**config.mk**
```make
export PLATFORM = sky130hd
export DESIGN_NAME = iadc_top
export DESIGN_NICKNAME = d
export VERILOG_FILES = /design/src/iadc_pkg.sv /design/src/iadc_ctrl_port.sv /design/src/iadc_ddr_capture.sv /design/src/iadc_top.sv /design/src/iadc_word_assembler.sv
export VERILOG_INCLUDE_DIRS = /design/src
export SDC_FILE = /design/constraint.sdc
export NUM_CORES = 1
export LEC_CHECK = 0
export BUFFER_PORTS_ARGS = -buffer_cell sky130_fd_sc_hd__buf_2
export CAP_MARGIN = 20
export CORE_AREA = 2 2 163 165
export CTS_BUF_LIST = sky130_fd_sc_hd__clkbuf_2 sky130_fd_sc_hd__clkbuf_4 sky130_fd_sc_hd__clkbuf_8
export CTS_CLUSTER_SIZE = 28
export DETAILED_ROUTE_END_ITERATION = 16
export DIE_AREA = 0 0 165 167
export PLACE_DENSITY_LB_ADDON = 0.2
export SETUP_SLACK_MARGIN = 0.4
export SLEW_MARGIN = 20
export SYNTH_ARGS = -nofsm -noshare
export SYNTH_HDL_FRONTEND = slang
export SYNTH_HIERARCHICAL = 1
export SYNTH_SLANG_ARGS = --single-unit
```
**constraint.sdc**
```tcl
create_clock -name adc_clk -period 1.8 [get_ports adc_clk]
set_clock_uncertainty 0.2 [all_clocks]
set_input_delay 0.36 -clock adc_clk [delete_from_list [all_inputs] [get_ports adc_clk]]
set_output_delay 0.36 -clock adc_clk [all_outputs]
set_load 0.005 [all_outputs]
```
**src/iadc_cfg.svh**
```systemverilog
`ifndef IADC_CFG_SVH
`define IADC_CFG_SVH

// converter sample width.
`define IADC_SAMPLE_W 8

// three-wire control register fields.
`define IADC_CTRL_ADDR_W 3
`define IADC_CTRL_DATA_W 16

// adc_clk cycles per half period of ctrl_clk.
`define IADC_CTRL_DIV 2

// ddrb reset pulse length in adc_clk cycles.
`define IADC_DDRB_CYCLES 8

`endif

```
**src/iadc_pkg.sv**
```systemverilog
`include "iadc_cfg.svh"

package iadc_pkg;

  typedef logic [`IADC_SAMPLE_W-1:0] sample_t;

  // the four lanes as they leave the pins, i_even on top.
  typedef struct packed {
    sample_t i_even;
    sample_t i_odd;
    sample_t q_even;
    sample_t q_odd;
  } data_lanes_t;

  typedef struct packed {
    logic i;  // out of range, i channel.
    logic q;  // out of range, q channel.
  } ovr_lanes_t;

  // packed output word, q channel in the upper half.
  typedef struct packed {
    sample_t q_even_r;
    sample_t q_odd_r;
    sample_t q_even_f;
    sample_t q_odd_f;
    sample_t i_even_r;
    sample_t i_odd_r;
    sample_t i_even_f;
    sample_t i_odd_f;
  } sample_word_t;

  typedef logic [`IADC_CTRL_ADDR_W-1:0] ctrl_addr_t;
  typedef logic [`IADC_CTRL_DATA_W-1:0] ctrl_data_t;

  // serial frame, address goes out first.
  typedef struct packed {
    ctrl_addr_t addr;
    ctrl_data_t data;
  } ctrl_frame_t;

endpackage

```
**src/iadc_ctrl_port.sv**
```systemverilog
`timescale 1ns/1ns
`include "iadc_cfg.svh"

module iadc_ctrl_port (
  input  logic                 adc_clk,
  input  logic                 arst_n,
  input  logic                 ctrl_write,
  input  iadc_pkg::ctrl_addr_t ctrl_addr,
  input  iadc_pkg::ctrl_data_t ctrl_data,
  input  logic                 mode,
  input  logic                 ddrb_req,
  output logic                 ctrl_clk,
  output logic                 ctrl_sdata,
  output logic                 ctrl_strobe_n,
  output logic                 ctrl_busy,
  output logic                 adc_mode,
  output logic                 adc_ddrb
);
  import iadc_pkg::*;

  localparam int FRAME_W = $bits(ctrl_frame_t);
  localparam int BIT_W   = $clog2(FRAME_W);
  localparam int DIV_W   = $clog2(`IADC_CTRL_DIV + 1);
  localparam int DDRB_W  = $clog2(`IADC_DDRB_CYCLES + 1);

  ctrl_frame_t        frame_in;
  logic [FRAME_W-1:0] shreg;     // msb is on the pin.
  logic [BIT_W-1:0]   bit_cnt;   // bits left after the current one.
  logic [DIV_W-1:0]   div_cnt;
  logic               half_tick;
  logic [DDRB_W-1:0]  ddrb_cnt;

  assign frame_in.addr = ctrl_addr;
  assign frame_in.data = ctrl_data;

  assign half_tick  = (div_cnt == DIV_W'(`IADC_CTRL_DIV - 1));
  assign ctrl_sdata = shreg[FRAME_W-1];

  // data moves on the falling ctrl_clk, converter samples on the rise.
  always_ff @(posedge adc_clk or negedge arst_n) begin
    if (!arst_n) begin
      shreg         <= '0;
      bit_cnt       <= '0;
      div_cnt       <= '0;
      ctrl_clk      <= 1'b0;
      ctrl_strobe_n <= 1'b1;
      ctrl_busy     <= 1'b0;
    end else if (!ctrl_busy) begin
      if (ctrl_write) begin
        shreg         <= frame_in;
        bit_cnt       <= BIT_W'(FRAME_W - 1);
        div_cnt       <= '0;
        ctrl_strobe_n <= 1'b0;
        ctrl_busy     <= 1'b1;
      end
    end else if (!half_tick) begin
      div_cnt <= div_cnt + 1'b1;
    end else begin
      div_cnt <= '0;
      if (!ctrl_clk) begin
        ctrl_clk <= 1'b1;
      end else begin
        ctrl_clk <= 1'b0;
        if (bit_cnt == '0) begin
          ctrl_strobe_n <= 1'b1;  // last bit sampled, close the frame.
          ctrl_busy     <= 1'b0;
        end else begin
          shreg   <= {shreg[FRAME_W-2:0], 1'b0};
          bit_cnt <= bit_cnt - 1'b1;
        end
      end
    end
  end

  // a request while counting restarts the pulse.
  always_ff @(posedge adc_clk or negedge arst_n) begin
    if (!arst_n) begin
      ddrb_cnt <= '0;
    end else if (ddrb_req) begin
      ddrb_cnt <= DDRB_W'(`IADC_DDRB_CYCLES);
    end else if (ddrb_cnt != '0) begin
      ddrb_cnt <= ddrb_cnt - 1'b1;
    end
  end

  assign adc_ddrb = (ddrb_cnt != '0);

  always_ff @(posedge adc_clk or negedge arst_n) begin
    if (!arst_n) begin
      adc_mode <= 1'b0;
    end else begin
      adc_mode <= mode;  // one cycle behind.
    end
  end

endmodule

```
**src/iadc_ddr_capture.sv**
```systemverilog
`timescale 1ns/1ns

module iadc_ddr_capture #(
  parameter type lane_t = logic [7:0]
) (
  input  logic  adc_clk,
  input  logic  arst_n,
  input  lane_t d,
  output lane_t rise_q,
  output lane_t fall_q
);

  lane_t rise_r;  // first half of the pair.
  lane_t fall_r;  // second half of the pair.

  always_ff @(posedge adc_clk or negedge arst_n) begin
    if (!arst_n) begin
      rise_r <= '0;
    end else begin
      rise_r <= d;
    end
  end

  // falling edge half.
  always_ff @(negedge adc_clk or negedge arst_n) begin
    if (!arst_n) begin
      fall_r <= '0;
    end else begin
      fall_r <= d;
    end
  end

  // both halves retimed together onto the rising edge.
  always_ff @(posedge adc_clk or negedge arst_n) begin
    if (!arst_n) begin
      rise_q <= '0;
      fall_q <= '0;
    end else begin
      rise_q <= rise_r;
      fall_q <= fall_r;  // taken half a cycle after rise_r.
    end
  end

endmodule

```
**src/iadc_top.sv**
```systemverilog
`timescale 1ns/1ns

module iadc_top (
  input  logic                   adc_clk,
  input  logic                   arst_n,
  input  iadc_pkg::data_lanes_t  lanes_in,
  input  iadc_pkg::ovr_lanes_t   ovr_in,
  input  logic                   sync_in,
  input  logic                   ovr_clear,
  input  logic                   ctrl_write,
  input  iadc_pkg::ctrl_addr_t   ctrl_addr,
  input  iadc_pkg::ctrl_data_t   ctrl_data,
  input  logic                   mode,
  input  logic                   ddrb_req,
  output iadc_pkg::sample_word_t sample_word,
  output logic [3:0]             ovr_word,
  output logic                   sync_pulse,
  output logic [15:0]            word_count,
  output logic [1:0]             ovr_sticky,
  output logic                   ctrl_clk,
  output logic                   ctrl_sdata,
  output logic                   ctrl_strobe_n,
  output logic                   ctrl_busy,
  output logic                   adc_mode,
  output logic                   adc_ddrb
);
  import iadc_pkg::*;

  data_lanes_t data_rise;
  data_lanes_t data_fall;
  ovr_lanes_t  ovr_rise;
  ovr_lanes_t  ovr_fall;

  // data lanes.
  iadc_ddr_capture #(.lane_t(data_lanes_t)) cap_data (
    .adc_clk (adc_clk),
    .arst_n  (arst_n),
    .d       (lanes_in),
    .rise_q  (data_rise),
    .fall_q  (data_fall)
  );

  // out of range lines.
  iadc_ddr_capture #(.lane_t(ovr_lanes_t)) cap_ovr (
    .adc_clk (adc_clk),
    .arst_n  (arst_n),
    .d       (ovr_in),
    .rise_q  (ovr_rise),
    .fall_q  (ovr_fall)
  );

  iadc_word_assembler u_asm (
    .adc_clk     (adc_clk),
    .arst_n      (arst_n),
    .sync_in     (sync_in),
    .data_rise   (data_rise),
    .data_fall   (data_fall),
    .ovr_rise    (ovr_rise),
    .ovr_fall    (ovr_fall),
    .ovr_clear   (ovr_clear),
    .sample_word (sample_word),
    .ovr_word    (ovr_word),
    .sync_pulse  (sync_pulse),
    .word_count  (word_count),
    .ovr_sticky  (ovr_sticky)
  );

  iadc_ctrl_port u_ctrl (
    .adc_clk       (adc_clk),
    .arst_n        (arst_n),
    .ctrl_write    (ctrl_write),
    .ctrl_addr     (ctrl_addr),
    .ctrl_data     (ctrl_data),
    .mode          (mode),
    .ddrb_req      (ddrb_req),
    .ctrl_clk      (ctrl_clk),
    .ctrl_sdata    (ctrl_sdata),
    .ctrl_strobe_n (ctrl_strobe_n),
    .ctrl_busy     (ctrl_busy),
    .adc_mode      (adc_mode),
    .adc_ddrb      (adc_ddrb)
  );

endmodule

```
**src/iadc_word_assembler.sv**
```systemverilog
`timescale 1ns/1ns

module iadc_word_assembler (
  input  logic                   adc_clk,
  input  logic                   arst_n,
  input  logic                   sync_in,
  input  iadc_pkg::data_lanes_t  data_rise,
  input  iadc_pkg::data_lanes_t  data_fall,
  input  iadc_pkg::ovr_lanes_t   ovr_rise,
  input  iadc_pkg::ovr_lanes_t   ovr_fall,
  input  logic                   ovr_clear,
  output iadc_pkg::sample_word_t sample_word,
  output logic [3:0]             ovr_word,
  output logic                   sync_pulse,
  output logic [15:0]            word_count,
  output logic [1:0]             ovr_sticky
);
  import iadc_pkg::*;

  sample_word_t word_next;
  logic [3:0]   ovr_next;
  logic [1:0]   ovr_hit;    // i in bit 1.
  logic         sync_r;     // sync_in, same edge as rise data.
  logic         sync_q;
  logic         sync_edge;  // in step with rise_q of the capture.

  always_comb begin
    word_next.q_even_r = data_rise.q_even;
    word_next.q_odd_r  = data_rise.q_odd;
    word_next.q_even_f = data_fall.q_even;
    word_next.q_odd_f  = data_fall.q_odd;
    word_next.i_even_r = data_rise.i_even;
    word_next.i_odd_r  = data_rise.i_odd;
    word_next.i_even_f = data_fall.i_even;
    word_next.i_odd_f  = data_fall.i_odd;
  end

  // fall pair above rise pair.
  assign ovr_next = {ovr_fall.i, ovr_fall.q, ovr_rise.i, ovr_rise.q};
  assign ovr_hit  = {ovr_next[3] | ovr_next[1], ovr_next[2] | ovr_next[0]};

  // edge detect runs one stage ahead so the pulse lands on its word.
  always_ff @(posedge adc_clk or negedge arst_n) begin
    if (!arst_n) begin
      sync_r    <= 1'b0;
      sync_q    <= 1'b0;
      sync_edge <= 1'b0;
    end else begin
      sync_r    <= sync_in;
      sync_q    <= sync_r;
      sync_edge <= sync_r & ~sync_q;
    end
  end

  always_ff @(posedge adc_clk or negedge arst_n) begin
    if (!arst_n) begin
      sample_word <= '0;
      ovr_word    <= '0;
      sync_pulse  <= 1'b0;
      word_count  <= '0;
    end else begin
      sample_word <= word_next;
      ovr_word    <= ovr_next;
      sync_pulse  <= sync_edge;
      if (sync_edge) begin
        word_count <= '0;  // restart on the sync word.
      end else begin
        word_count <= word_count + 16'd1;  // wraps.
      end
    end
  end

  // a new hit beats a clear in the same cycle.
  always_ff @(posedge adc_clk or negedge arst_n) begin
    if (!arst_n) begin
      ovr_sticky <= '0;
    end else if (ovr_clear) begin
      ovr_sticky <= ovr_hit;
    end else begin
      ovr_sticky <= ovr_sticky | ovr_hit;
    end
  end

endmodule

```
==> out/qor.txt <==
Status: finished with violations
Failing checks: setup timing
H-tree depth: 2
Critical path class: reg -> out
Sequential area share after synthesis: 0.852
Root buffer cell: clkbuf_8
Total die area: 0.0276 mm2
Flop pwr share: 0.480
EDFF count, synth: 0
Avg Vias per Cell: 4.23
Logic pwr share: 0.104
R2R cell count: 7
First-iteration detailed-routing DRC count: 304
Worst R2R Setup Slack: -0.23 ns
Min Tclk post-route: 2.21 ns
Number of port buffers: 152
Final setup fails: 26
Fin. max-slew vios: 0
Mapped Cells: 443
Routability Congestion: 0.761
FF-to-FF End: u_ctrl/shreg[14]
Initial core utilization: 0.297
Dpl hpwl: 10.3 mm
Drc violations: 0
Hold Vio Cnt, Final: 0
Number of antenna diodes: 0
First-pass GRT wire length: 27.4 mm
Synth async-reset ratio: 1.00
Distinct cells, synth: 47
CTS tree: built
WP data arrival: 1.65 ns
Largest net degree at the start of global routing: 22
# nets final: 882
Synth Flop Type: dfrtp_1
Unrepaired setup endpoints after global routing: yes
Worst Max-Slew Pin Slew: 0.439 ns
Drt pass-1 iters: 4
Final instance area: 0.0122 mm2
Placed cells: 971
Chip height: 167 um
Drt wl/cell: 15.1 um
Area delta synth->final: 59.1%
Final WS setup: -0.410 ns
Via count: 5029
Yosys warns: 6
Io pins: 153
Int Pwr: 10.3 mW
Clock buffer count from CTS: 42
Routed Wire Length: 17.9 mm
Overflow after GRT: 0
Area after DPL: 0.00936 mm2
Worst hold path class: in -> async
Most common cell after layout, fill and taps aside: dfrtp_1
Longest Clk Path Bufs: 3
Psw: 2.94 mW
Pwr dens: 1090 mW/mm2
Fmax: 452 MHz
Vias in the first global route: 5435
Synthesized net count: 506
Max cap viols: 0
Die width: 165 um
Sw Ratio: 0.222
CTS Sinks: 260
Share of layout cells above drive strength 1: 0.510
Initial antenna violation count: 1
Avg Cell Area, Syn: 17.2 um2
Cell Area, Synth: 0.00764 mm2
CP Data Required Time: 1.24 ns
Antenna Nets Post-Route: 0
Flops & latches, synth: 260
Leakage power: 5.76 nW
Worst setup SP type: flip-flop
Critical-path maximum fanout: 2
FP Rows: 59
Core area: 0.0258 mm2
Clock latency on the worst-skew pair: 0.53 ns
Clk slew on worst S/H paths: 0.06 ns
Worst Setup End Kind: output port
Period utilization: 1.23
Gr usage total: 0.126
Clock Power Share: 0.416
Most frequent cells in the layout: dfrtp_1 (215), buf_2 (143), buf_4 (83)
Maximum VDD drop: 0.617 mV
Post-Layout Cell Count: 1188
Reg2reg start: u_ctrl/bit_cnt[1]
Relative slew margins: 0.705
==> Yosys cell counts (2+ instances only) <==
cell type,count,share of area
ha_1,3,0.0049
dfrtp_1,225,0.74
o31ai_1,6,0.0059
nand4_1,2,0.0016
nand2b_1,3,0.0025
nor2b_1,7,0.0057
clkbuf_1,5,0.0025
dfrtn_1,34,0.11
xor2_1,3,0.0034
xnor2_1,2,0.0023
buf_4,2,0.0020
nand3_1,6,0.0039
nor2_1,31,0.015
nand4_2,2,0.0033
nor4_1,4,0.0033
or4_1,4,0.0039
o21ai_0,6,0.0039
inv_1,28,0.014
a22o_1,2,0.0023
a21o_1,2,0.0020
or3_1,3,0.0025
a21oi_1,12,0.0079
nor3_1,2,0.0013
a221oi_1,15,0.017
mux2_2,4,0.0059
o32ai_1,2,0.0023
nand2_1,8,0.0039
==> repair_timing <==
item / in CTS / in global routing
resized for setup: 54 / 47
hold buffers: 65 / 0
buffers inserted: 42 / 26
gates cloned: 2 / 4
hold endpoints to repair: 288 / 0
pin swaps: 21 / 22
endpoints found under the setup margin: 167 / 196
==> critical path, cell delays in order (launching register included) <==
cell and delay, ns:
dfrtp_1 0.40, inv_2 0.07, ha_4 0.13, or3b_4 0.39
buf_6 0.13
==> layout make-up <==
class,instances,area [um2]
Clock buffer,71,896
Clock inverter,7,67.6
Fill cell,2220,13600
Inverter,28,105
Multi-Input combinational cell,147,1400
Sequential cell,260,6520
Tap cell,335,419
Timing Repair Buffer,340,2740
==> sequential cells by signal, summed over array words and instances, names as in the netlist, 2 cells and up <==
register and flops:
u_asm/ovr_word 4, u_asm/ovr_sticky 2, cap_data/rise_r 32, cap_data/fall_q 32
cap_ovr/fall_q 2, cap_ovr/rise_r 2, u_ctrl/ddrb_cnt 4, u_ctrl/shreg 19
cap_data/rise_q 32, cap_data/fall_r 32, u_ctrl/bit_cnt 5, cap_ovr/rise_q 2
cap_ovr/fall_r 2, u_ctrl/div_cnt 2, u_asm/sample_word 64, u_asm/word_count 16
==> per-stage QoR <==
step / hold slack (ns) / TNS [ns] / setup slack (ns) / power [mW] / utilization
finish: 0.0181 / -4.94 / -0.410 / 13.2 / 0.472
global route: 0.0136 / -6.31 / -0.474 / 13.9 / 0.472
CTS: 0.0199 / -4.02 / -0.443 / 13.2 / 0.452
detailed placement: 0.0300 / -1.70 / -0.130 / 7.18 / 0.363
global placement: 0.0273 / -0.342 / -0.0608 / 7.12 / 0.363
floorplan: -0.136 / -0.0963 / -0.0165 / 6.69 / -
==> cells by family (layout without fill, tap and decap cells) <==
logic type | count (synthesis) | count (layout) | share of synthesized area
fa+ha+maj | 3 | 3 | 0.00491
buf+inv | 37 | 446 | 0.0203
flops | 260 | 260 | 0.852
xor+xnor | 5 | 5 | 0.00573
compound gates | 52 | 52 | 0.0501
mux | 5 | 5 | 0.00737
simple gates | 81 | 82 | 0.0598
==> how the worst max path moves through the flow <==
stage,to,startpoint,slack (ns),cells after the start
finish,adc_ddrb,u_ctrl/ddrb_cnt[1],-0.41,4
global route,adc_ddrb,u_ctrl/ddrb_cnt[1],-0.47,4
CTS,adc_ddrb,u_ctrl/ddrb_cnt[1],-0.44,4
detailed placement,u_ctrl/bit_cnt[1],u_ctrl/bit_cnt[0],-0.13,6
global placement,u_ctrl/bit_cnt[1],u_ctrl/bit_cnt[0],-0.06,6
floorplan,u_ctrl/shreg[17],u_ctrl/bit_cnt[0],-0.02,6
==> per-layer routing <==
metal	vias to the layer above	wire, um	global-route usage
li1	2263	-	-
met1	2527	6910	0.148
met2	186	9340	0.213
met3	51	1130	0.0366
met4	2	491	0.0544
met5	-	13	0
==> power groups by stage <==
stage                     registers [mW]  logic [mW]  clock network, mW
after CTS                           6.34        1.21               5.69
after global placement              6.45       0.671                  0
after floorplan                     6.44       0.255                  0
after global routing                6.38        1.49               6.00
final                               6.35        1.37               5.49
after detailed placement            6.47       0.708                  0
Note: power is estimated with default switching activity, not from simulation.
